## config.mk

```make
export PLATFORM = sky130hd
export DESIGN_NAME = fabric_top
export DESIGN_NICKNAME = d
export VERILOG_FILES = /design/src/fabric_pkg.sv /design/src/rd_bus_if.sv /design/src/wr_bus_if.sv /design/src/read_arbiter.sv /design/src/addr_router.sv /design/src/clint_timer.sv /design/src/fabric_top.sv
export SDC_FILE = /design/constraint.sdc
export NUM_CORES = 1
export LEC_CHECK = 0
export ABC_AREA = 1
export ABC_CLOCK_PERIOD_IN_PS = 3700
export BUFFER_PORTS_ARGS = -buffer_cell sky130_fd_sc_hd__buf_2
export CAP_MARGIN = 25
export CORE_UTILIZATION = 38
export CTS_CLUSTER_DIAMETER = 80
export CTS_CLUSTER_SIZE = 14
export DETAILED_ROUTE_END_ITERATION = 16
export PLACE_DENSITY = 0.72
export SLEW_MARGIN = 10
export SYNTH_ARGS = -nofsm -noshare
export SYNTH_HDL_FRONTEND = slang
export SYNTH_SLANG_ARGS = --single-unit
```

## constraint.sdc

```tcl
create_clock -name clock -period 3.7 [get_ports clock]
set_input_delay 0.74 -clock clock [delete_from_list [all_inputs] [get_ports clock]]
set_output_delay 0.74 -clock clock [all_outputs]
set_load 0.01 [all_outputs]
```

## src/fabric_pkg.sv

```systemverilog
package fabric_pkg;

    typedef logic [31:0] addr_t;
    typedef logic [63:0] data_t;
    typedef logic [7:0]  strb_t;
    typedef logic [1:0]  resp_t;

    localparam resp_t RESP_OKAY = 2'd0;

    // CLINT window and register offsets inside it
    localparam addr_t       CLINT_BASE   = 32'h0200_0000;
    localparam addr_t       CLINT_MASK   = 32'hFFFF_0000;
    localparam logic [15:0] MTIMECMP_OFS = 16'h4000;
    localparam logic [15:0] MTIME_OFS    = 16'hBFF8;

    typedef enum logic [1:0] {
        ARB_IDLE,
        ARB_FETCH,
        ARB_DATA
    } arb_state_t;

endpackage

```

## src/rd_bus_if.sv

```systemverilog
`timescale 1ns/1ps

interface rd_bus_if import fabric_pkg::*; ();

    logic  arvalid, arready;
    addr_t araddr;
    logic  rvalid, rready;
    data_t rdata;
    resp_t rresp;

    modport requester (
        output arvalid, araddr, rready,
        input  arready, rvalid, rdata, rresp
    );

    modport target (
        input  arvalid, araddr, rready,
        output arready, rvalid, rdata, rresp
    );

endinterface

```

## src/wr_bus_if.sv

```systemverilog
`timescale 1ns/1ps

interface wr_bus_if import fabric_pkg::*; ();

    logic  awvalid, awready;
    addr_t awaddr;
    logic  wvalid, wready;
    data_t wdata;
    strb_t wstrb;
    logic  bvalid, bready;
    resp_t bresp;

    modport requester (
        output awvalid, awaddr, wvalid, wdata, wstrb, bready,
        input  awready, wready, bvalid, bresp
    );

    modport target (
        input  awvalid, awaddr, wvalid, wdata, wstrb, bready,
        output awready, wready, bvalid, bresp
    );

endinterface

```

## src/read_arbiter.sv

```systemverilog
`timescale 1ns/1ps

module read_arbiter import fabric_pkg::*; (
    input  logic        clock,
    input  logic        reset,
    rd_bus_if.target    fetch,
    rd_bus_if.target    data,
    rd_bus_if.requester shared
);

    arb_state_t state;
    logic       ar_done;
    logic       own_data;
    logic       own_fetch;
    logic       pick_data;
    logic       pick_fetch;
    logic       r_hs;

    assign own_data  = (state == ARB_DATA);
    assign own_fetch = (state == ARB_FETCH);

    // Data wins a tie in idle, after that the grant stays locked
    assign pick_data  = own_data || (state == ARB_IDLE && data.arvalid);
    assign pick_fetch = own_fetch || (state == ARB_IDLE && !data.arvalid && fetch.arvalid);

    // AR of the owner goes straight through until it is accepted
    assign shared.arvalid = !ar_done &&
                            ((pick_data && data.arvalid) || (pick_fetch && fetch.arvalid));
    assign shared.araddr  = pick_data ? data.araddr : fetch.araddr;
    assign data.arready   = pick_data && !ar_done && shared.arready;
    assign fetch.arready  = pick_fetch && !ar_done && shared.arready;

    // R only reaches the owner
    assign shared.rready = (own_data && data.rready) || (own_fetch && fetch.rready);
    assign data.rvalid   = own_data && shared.rvalid;
    assign fetch.rvalid  = own_fetch && shared.rvalid;
    assign data.rdata    = shared.rdata;
    assign fetch.rdata   = shared.rdata;
    assign data.rresp    = shared.rresp;
    assign fetch.rresp   = shared.rresp;

    assign r_hs = shared.rvalid && shared.rready;

    always_ff @(posedge clock or posedge reset) begin
        if (reset) begin
            state   <= ARB_IDLE;
            ar_done <= 1'b0;
        end else begin
            case (state)
                ARB_IDLE: begin
                    if (pick_data) begin
                        state <= ARB_DATA;
                    end else if (pick_fetch) begin
                        state <= ARB_FETCH;
                    end
                end
                default: begin
                    if (r_hs) begin
                        state <= ARB_IDLE;
                    end
                end
            endcase

            if (r_hs) begin
                ar_done <= 1'b0;
            end else if (shared.arvalid && shared.arready) begin
                ar_done <= 1'b1;
            end
        end
    end

endmodule

```

## src/addr_router.sv

```systemverilog
`timescale 1ns/1ps

module addr_router import fabric_pkg::*; (
    input  logic        clock,
    input  logic        reset,
    rd_bus_if.target    rd_in,
    wr_bus_if.target    wr_in,
    rd_bus_if.requester rd_clint,
    wr_bus_if.requester wr_clint,
    rd_bus_if.requester rd_ext,
    wr_bus_if.requester wr_ext
);

    logic rd_hit;
    logic wr_hit;
    logic rd_to_clint;
    logic wr_to_clint;
    logic aw_open;
    logic w_go;
    logic w_to_clint;

    assign rd_hit = (rd_in.araddr & CLINT_MASK) == CLINT_BASE;
    assign wr_hit = (wr_in.awaddr & CLINT_MASK) == CLINT_BASE;

    assign rd_clint.arvalid = rd_in.arvalid && rd_hit;
    assign rd_ext.arvalid   = rd_in.arvalid && !rd_hit;
    assign rd_clint.araddr  = rd_in.araddr;
    assign rd_ext.araddr    = rd_in.araddr;
    assign rd_in.arready    = rd_hit ? rd_clint.arready : rd_ext.arready;

    // Read response follows the target recorded at the AR handshake
    assign rd_in.rvalid    = rd_to_clint ? rd_clint.rvalid : rd_ext.rvalid;
    assign rd_in.rdata     = rd_to_clint ? rd_clint.rdata : rd_ext.rdata;
    assign rd_in.rresp     = rd_to_clint ? rd_clint.rresp : rd_ext.rresp;
    assign rd_clint.rready = rd_in.rready && rd_to_clint;
    assign rd_ext.rready   = rd_in.rready && !rd_to_clint;

    // No new AW until B of the open write is back
    assign wr_clint.awvalid = wr_in.awvalid && !aw_open && wr_hit;
    assign wr_ext.awvalid   = wr_in.awvalid && !aw_open && !wr_hit;
    assign wr_clint.awaddr  = wr_in.awaddr;
    assign wr_ext.awaddr    = wr_in.awaddr;
    assign wr_in.awready    = !aw_open && (wr_hit ? wr_clint.awready : wr_ext.awready);

    // W waits until its target is known from AW
    assign w_go       = aw_open || wr_in.awvalid;
    assign w_to_clint = aw_open ? wr_to_clint : wr_hit;

    assign wr_clint.wvalid = wr_in.wvalid && w_go && w_to_clint;
    assign wr_ext.wvalid   = wr_in.wvalid && w_go && !w_to_clint;
    assign wr_clint.wdata  = wr_in.wdata;
    assign wr_ext.wdata    = wr_in.wdata;
    assign wr_clint.wstrb  = wr_in.wstrb;
    assign wr_ext.wstrb    = wr_in.wstrb;
    assign wr_in.wready    = w_go && (w_to_clint ? wr_clint.wready : wr_ext.wready);

    assign wr_in.bvalid    = wr_to_clint ? wr_clint.bvalid : wr_ext.bvalid;
    assign wr_in.bresp     = wr_to_clint ? wr_clint.bresp : wr_ext.bresp;
    assign wr_clint.bready = wr_in.bready && wr_to_clint;
    assign wr_ext.bready   = wr_in.bready && !wr_to_clint;

    always_ff @(posedge clock or posedge reset) begin
        if (reset) begin
            rd_to_clint <= 1'b0;
            wr_to_clint <= 1'b0;
            aw_open     <= 1'b0;
        end else begin
            if (rd_in.arvalid && rd_in.arready) begin
                rd_to_clint <= rd_hit;
            end
            if (wr_in.awvalid && wr_in.awready) begin
                wr_to_clint <= wr_hit;
                aw_open     <= 1'b1;
            end else if (wr_in.bvalid && wr_in.bready) begin
                aw_open <= 1'b0;
            end
        end
    end

endmodule

```

## src/clint_timer.sv

```systemverilog
`timescale 1ns/1ps

module clint_timer import fabric_pkg::*; #(
    parameter int TICK_DIV = 1
) (
    input  logic     clock,
    input  logic     reset,
    rd_bus_if.target rd,
    wr_bus_if.target wr,
    output logic     timer_irq
);

    localparam int DIV_W = (TICK_DIV > 1) ? $clog2(TICK_DIV) : 1;

    logic [DIV_W-1:0] div_cnt;
    logic             tick;
    data_t            mtime;
    data_t            mtimecmp;
    logic             port_en;
    logic             ar_hs;
    logic             aw_hs;
    logic             w_hs;
    logic             aw_got;
    logic             w_got;
    logic [15:0]      aw_ofs;
    data_t            w_data;
    strb_t            w_strb;
    logic             do_write;
    logic [15:0]      wr_ofs;
    data_t            wr_data;
    strb_t            wr_strb;

    function automatic data_t merge_bytes(data_t old_val, data_t new_val, strb_t strb);
        data_t res;
        res = old_val;
        for (int i = 0; i < 8; i++) begin
            if (strb[i]) begin
                res[8*i +: 8] = new_val[8*i +: 8];
            end
        end
        return res;
    endfunction

    assign tick = (div_cnt == DIV_W'(TICK_DIV - 1));

    // Ports stay closed while in reset
    assign rd.arready = port_en && !rd.rvalid;
    assign wr.awready = port_en && !aw_got && !wr.bvalid;
    assign wr.wready  = port_en && !w_got && !wr.bvalid;
    assign rd.rresp   = RESP_OKAY;
    assign wr.bresp   = RESP_OKAY;

    assign ar_hs = rd.arvalid && rd.arready;
    assign aw_hs = wr.awvalid && wr.awready;
    assign w_hs  = wr.wvalid && wr.wready;

    // AW and W in either order, the write lands once both are in
    assign do_write = (aw_got || aw_hs) && (w_got || w_hs);
    assign wr_ofs   = aw_got ? aw_ofs : wr.awaddr[15:0];
    assign wr_data  = w_got ? w_data : wr.wdata;
    assign wr_strb  = w_got ? w_strb : wr.wstrb;

    always_ff @(posedge clock or posedge reset) begin
        if (reset) begin
            port_en   <= 1'b0;
            div_cnt   <= '0;
            mtime     <= '0;
            mtimecmp  <= '1;
            aw_got    <= 1'b0;
            w_got     <= 1'b0;
            rd.rvalid <= 1'b0;
            wr.bvalid <= 1'b0;
            timer_irq <= 1'b0;
        end else begin
            port_en <= 1'b1;
            div_cnt <= tick ? '0 : div_cnt + 1'b1;
            if (do_write && wr_ofs == MTIME_OFS) begin
                mtime <= merge_bytes(mtime, wr_data, wr_strb);
            end else if (tick) begin
                mtime <= mtime + 64'd1;
            end
            if (do_write && wr_ofs == MTIMECMP_OFS) begin
                mtimecmp <= merge_bytes(mtimecmp, wr_data, wr_strb);
            end
            timer_irq <= (mtime >= mtimecmp);
            aw_got    <= (aw_got || aw_hs) && !do_write;
            w_got     <= (w_got || w_hs) && !do_write;
            if (ar_hs) begin
                rd.rvalid <= 1'b1;
            end else if (rd.rready) begin
                rd.rvalid <= 1'b0;
            end
            if (do_write) begin
                wr.bvalid <= 1'b1;
            end else if (wr.bready) begin
                wr.bvalid <= 1'b0;
            end
        end
    end

    always_ff @(posedge clock) begin
        if (aw_hs) begin
            aw_ofs <= wr.awaddr[15:0];
        end
        if (w_hs) begin
            w_data <= wr.wdata;
            w_strb <= wr.wstrb;
        end
        if (ar_hs) begin
            case (rd.araddr[15:0])
                MTIME_OFS:    rd.rdata <= mtime;
                MTIMECMP_OFS: rd.rdata <= mtimecmp;
                default:      rd.rdata <= '0;
            endcase
        end
    end

endmodule

```

## src/fabric_top.sv

```systemverilog
`timescale 1ns/1ps

module fabric_top import fabric_pkg::*; #(
    parameter int TICK_DIV = 1
) (
    input  logic  clock,
    input  logic  reset,
    output logic  timer_irq,
    // Fetch read port
    input  logic  fetch_arvalid, fetch_rready,
    input  addr_t fetch_araddr,
    output logic  fetch_arready, fetch_rvalid,
    output data_t fetch_rdata,
    output resp_t fetch_rresp,
    // Data read and write port
    input  logic  data_arvalid, data_rready,
    input  addr_t data_araddr,
    output logic  data_arready, data_rvalid,
    output data_t data_rdata,
    output resp_t data_rresp,
    input  logic  data_awvalid, data_wvalid, data_bready,
    input  addr_t data_awaddr,
    input  data_t data_wdata,
    input  strb_t data_wstrb,
    output logic  data_awready, data_wready, data_bvalid,
    output resp_t data_bresp,
    // External master bus
    input  logic  mem_arready, mem_rvalid, mem_awready, mem_wready, mem_bvalid,
    input  data_t mem_rdata,
    input  resp_t mem_rresp, mem_bresp,
    output logic  mem_arvalid, mem_rready, mem_awvalid, mem_wvalid, mem_bready,
    output addr_t mem_araddr, mem_awaddr,
    output data_t mem_wdata,
    output strb_t mem_wstrb
);

    logic rst_meta;
    logic rst_sync;

    rd_bus_if rd_fetch ();
    rd_bus_if rd_data ();
    rd_bus_if rd_shared ();
    rd_bus_if rd_clint ();
    rd_bus_if rd_ext ();
    wr_bus_if wr_data ();
    wr_bus_if wr_clint ();
    wr_bus_if wr_ext ();

    // Async assert, release after two edges
    always_ff @(posedge clock or posedge reset) begin
        if (reset) begin
            rst_meta <= 1'b1;
            rst_sync <= 1'b1;
        end else begin
            rst_meta <= 1'b0;
            rst_sync <= rst_meta;
        end
    end

    assign rd_fetch.arvalid = fetch_arvalid;
    assign rd_fetch.araddr  = fetch_araddr;
    assign rd_fetch.rready  = fetch_rready;
    assign fetch_arready    = rd_fetch.arready;
    assign fetch_rvalid     = rd_fetch.rvalid;
    assign fetch_rdata      = rd_fetch.rdata;
    assign fetch_rresp      = rd_fetch.rresp;

    assign rd_data.arvalid = data_arvalid;
    assign rd_data.araddr  = data_araddr;
    assign rd_data.rready  = data_rready;
    assign data_arready    = rd_data.arready;
    assign data_rvalid     = rd_data.rvalid;
    assign data_rdata      = rd_data.rdata;
    assign data_rresp      = rd_data.rresp;

    assign wr_data.awvalid = data_awvalid;
    assign wr_data.awaddr  = data_awaddr;
    assign wr_data.wvalid  = data_wvalid;
    assign wr_data.wdata   = data_wdata;
    assign wr_data.wstrb   = data_wstrb;
    assign wr_data.bready  = data_bready;
    assign data_awready    = wr_data.awready;
    assign data_wready     = wr_data.wready;
    assign data_bvalid     = wr_data.bvalid;
    assign data_bresp      = wr_data.bresp;

    assign mem_arvalid    = rd_ext.arvalid;
    assign mem_araddr     = rd_ext.araddr;
    assign mem_rready     = rd_ext.rready;
    assign rd_ext.arready = mem_arready;
    assign rd_ext.rvalid  = mem_rvalid;
    assign rd_ext.rdata   = mem_rdata;
    assign rd_ext.rresp   = mem_rresp;
    assign mem_awvalid    = wr_ext.awvalid;
    assign mem_awaddr     = wr_ext.awaddr;
    assign mem_wvalid     = wr_ext.wvalid;
    assign mem_wdata      = wr_ext.wdata;
    assign mem_wstrb      = wr_ext.wstrb;
    assign mem_bready     = wr_ext.bready;
    assign wr_ext.awready = mem_awready;
    assign wr_ext.wready  = mem_wready;
    assign wr_ext.bvalid  = mem_bvalid;
    assign wr_ext.bresp   = mem_bresp;

    read_arbiter i_read_arbiter (
        .clock  (clock),
        .reset  (rst_sync),
        .fetch  (rd_fetch),
        .data   (rd_data),
        .shared (rd_shared)
    );

    addr_router i_addr_router (
        .clock    (clock),
        .reset    (rst_sync),
        .rd_in    (rd_shared),
        .wr_in    (wr_data),
        .rd_clint (rd_clint),
        .wr_clint (wr_clint),
        .rd_ext   (rd_ext),
        .wr_ext   (wr_ext)
    );

    clint_timer #(
        .TICK_DIV (TICK_DIV)
    ) i_clint_timer (
        .clock     (clock),
        .reset     (rst_sync),
        .rd        (rd_clint),
        .wr        (wr_clint),
        .timer_irq (timer_irq)
    );

endmodule

```

==> key figures <==
Run status
  – Status: finished clean

Timing
  – RSZ-0062 raised after global routing: false
  – Final Cycle Share: about nine tenths
  – Setup-failing EPs final: 0
  – Fin crit period: between 3 and 4 ns
  – Least-Margin Pin Slew: about 0.77 ns
  – Setup TNS: 0 ns
  – Final hold viol count: 0
  – Clock skew: roughly 0.016 ns
  – Worst Slack Setup Final: between 0.3 and 0.4 ns
  – Slew headroom: 48.0%
  – Max Clock Freq: ~300 MHz
  – Slew Viols, Final: 0

Routing
  – Avg WL per Cell: between 15 and 20 µm
  – Antenna Nets Post-Route: 0
  – DR vias: 17.6k
  – First-pass DRT Iterations: 8
  – Number of vias per cell: ~4.9
  – DRC violations left: 0
  – DRT iter0 DRCs: between 1k and 1.5k
  – Overall routed net length: 58,600 µm

Critical path
  – Top cell by count, worst path: nand2_1
  – Slowest stage delay, CP: just over 0.4 ns
  – Worst Setup Start Kind: flip-flop
  – CP endpoint kind: output pin
  – WS Path Type: reg -> out
  – Critical Path RT: ~3 ns
  – Slowest CP cell: dfrtp_1
  – CP delay by family, top: simple AND/OR/NAND/NOR gates
  – Worst path buffer plus inverter count: 2
  – Worst EP arrival: between 2 and 3 ns
  – CP max FO: 17
  – Critical Path, Cell by Cell: inv_2 -> nand2_1 -> nand2_2 -> nand2_1 -> nand2_1 -> nor2_1 -> nand2_1 -> nor2_1 -> nand3_1 -> nand2_1 -> nand2_1 -> nor2_1 -> buf_2

Clock network
  – Clock sink count: 294
  – Clock latency on the worst-skew pair: about 0.56 ns
  – CTS clk-pin slew, worst paths: 0.06 ns
  – CTS Root Cell: clkbuf_16
  – TritonCTS Buffers: 26
  – H-tree depth: 1
  – Post-CTS setup buffers: 0
  – TritonCTS clock tree: built
  – Max clock buf depth: 3
  – Post-CTS resize count: 0
  – Hold Buf Count CTS: 0

Floorplan
  – # IOs: ~530
  – Initial Utilization: roughly two fifths
  – Cell Rows: between 80 and 90
  – Die height: roughly 230 µm
  – Die Footprint: ~52,000 µm²
  – Core box area: around 50,000 µm²
  – Chip width: roughly 230 µm

Final layout
  – Register Area: 8210 µm²
  – Nets: roughly 3.2k
  – Final non-filler cell total: around 3.6k
  – Leading cell types in the layout, fill and taps excluded: nand2_1, buf_2, inv_1, nor2_1, edfxtp_1
  – Fraction of layout instances using a drive strength above 1: roughly 28%
  – Most common cell after layout, fill and taps aside: nand2_1
  – Layout area overhead: 15.5%
  – FILL cells: approximately 5.1k
  – Area of the multi-input gates: ~9000 µm²

Power
  – Clock network power share: roughly 31%
  – Leakage: approximately 0.011 µW
  – Combinational power share: between 20% and 30%
  – P_sw: 3080 µW
  – Switching Fraction: approximately a third
  – Flop pwr share: about two fifths
  – PwrDens: 394 nW/µm²
  – Worst IR Drop VDD: 0.342 mV
  – Int Pwr: a little under 6000 µW

Worst hold path
  – Hold WC Path Type: in -> async

Synthesis
  – Synth top area cells: edfxtp_1, nand2_1, dfrtp_1
  – Largest family of logic cells by synthesized area: simple AND/OR/NAND/NOR gates
  – Mapped Area: 19,500 µm²
  – Syn_area_per_cell: between 7 and 8 µm²
  – Ys async rst share: between 40 and 50%
  – Sequential-to-total area share from yosys stat: 42.0%
  – EDFF count, synth: between 150 and 200
  – Synthesized instance count: approximately 2.5k
  – Top FF cell, synth: edfxtp_1
  – Mux contribution to synthesized area: 4.61%
  – Warnings from Yosys: 0
  – Syn_nets: roughly 2.8k
  – Library cells used by synthesis: 49
  – Post-synth top area share: about a quarter
  – Seq cells post-synth: a little under 300
  – Post-synth top area cell: edfxtp_1
  – Synth Area in Compound Gates: 5.26%
  – Simple-gate area share of the yosys netlist: between 30% and 40%
  – Adder-Cell Fraction of Synth Area: 4.16%
  – Post-synthesis xor/xnor area fraction: 1.30%

Placement
  – Post-detail-place hpwl: roughly 45,000 µm
  – Dpl cells: 3,517
  – Placer congestion estimate: between 0.9 and 1
  – Place WS: 0.547 ns
  – PortBufs: 532

GRT
  – Largest net degree at the start of global routing: 74
  – First-pass GRT wire length: ~91,000 µm
  – Initial antenna violation count: 1
  – Vias in the first global route: between 15k and 20k
  – Gr ovfl total: 0
  – GRT Resource Usage Total: 21.9%

Job
  – Max Cap Viol: 0
==> synth_stat cells, drive strengths merged, types with 7 or more instances <==
| cell type | instances |
|---|---|
| mux2 | 64 |
| nor3 | 42 |
| dfstp | 66 |
| edfxtp | 152 |
| mux2i | 18 |
| a21oi | 68 |
| nand2 | 1021 |
| clkbuf | 20 |
| xnor2 | 9 |
| ha | 65 |
| inv | 203 |
| nand4 | 57 |
| xor2 | 20 |
| nand3 | 84 |
| nor2 | 171 |
| buf | 217 |
| o21ai | 117 |
| dfrtp | 76 |
| or2 | 16 |
| nor4 | 7 |
==> stage by stage <==
| step | utilization (%) | power, µW | cell area [µm²] | hold slack (ns) |
|---|---|---|---|---|
| global route | 44.7 | 9330 | 22600 | 0.197 |
| CTS | 44.7 | 8950 | 22600 | 0.181 |
| finish | 44.7 | 8890 | 22600 | 0.199 |
| global placement | 43.0 | 6190 | 21700 | 0.346 |
| detailed placement | 43.0 | 6180 | 21700 | 0.349 |
| floorplan | - | 5260 | 19500 | 0.345 |
==> path summary, 6_finish.rpt <==
path | start | to | slack [ns] | cells past startpoint
max reg2reg | i_clint_timer.mtime[1]$_DFFE_PP0P_ | i_clint_timer.mtime[58]$_DFFE_PP0P_ | 1.08 | 12
min in group clock | rst_meta$_DFF_PP1_ | rst_sync$_DFF_PP1_ | 0.36 | 0
max | i_read_arbiter.state[0]$_DFFE_PP0P_ | data_arready | 0.35 | 13
max in group asynchronous | rst_sync$_DFF_PP1_ | i_clint_timer.mtimecmp[51]$_DFFE_PP1P_ | 2.46 | 2
min reg2reg | rst_meta$_DFF_PP1_ | rst_sync$_DFF_PP1_ | 0.36 | 0
min | reset | rst_meta$_DFF_PP1_ | 0.20 | 2
==> state kept, by name (all words and copies together), names as in the netlist, 2 cells and up <==
register                flops
i_clint_timer.aw_ofs       16
i_clint_timer.mtimecmp     64
i_read_arbiter.state        2
i_clint_timer.w_data       64
i_clint_timer.rd.rdata     64
i_clint_timer.w_strb        8
i_clint_timer.mtime        64
==> worst register-to-register path: stages (launching register included) <==
cell	delay (ns)
dfrtp_1	0.45
ha_1	0.24
nand2_1	0.10
nor2_1	0.22
nand2_1	0.17
nor2_1	0.28
nand2_1	0.26
nor2_1	0.39
nand4_1	0.13
nand2_1	0.10
nand2_1	0.05
nand2_1	0.07
nand2_1	0.04
==> power by group through the flow <==
stage	clock network, µW	registers [µW]	logic (µW)
floorplan	0	3580	1680
global placement	0	3590	2600
detailed placement	0	3590	2600
CTS	2820	3520	2610
global route	2940	3530	2860
finish	2770	3520	2590
==> final cells by class <==
type / count / area share [%]
Multi-Input combinational cell: 1781 / 39.5
Sequential cell: 294 / 36.4
Timing Repair Buffer: 565 / 13.3
Clock inverter: 4 / 0.244
Inverter: 205 / 3.43
Antenna cell: 2 / 0.0222
Clock buffer: 44 / 3.42
Tap cell: 672 / 3.73
==> logic make-up (layout without fill, tap and decap cells) <==
logic type | after synthesis | after routing
AOI/OAI and AO/OA | 193 | 193
buffers and inverters | 442 | 818
adders and majority gates | 65 | 65
DFF | 294 | 294
and+or+nand+nor | 1410 | 1410
muxes | 82 | 82
xor gates and xnor gates | 29 | 29
other | 2 | 4
==> metal layers <==
layer	global-route usage, %	vias to the layer above	part of all wire [%]
li1	-	8685	-
met4	4.89	0	1.7
met5	0	-	0
met1	31.1	8233	46
met3	1.93	67	5.4
met2	35.9	575	47
(Power assumes the default switching activity.)
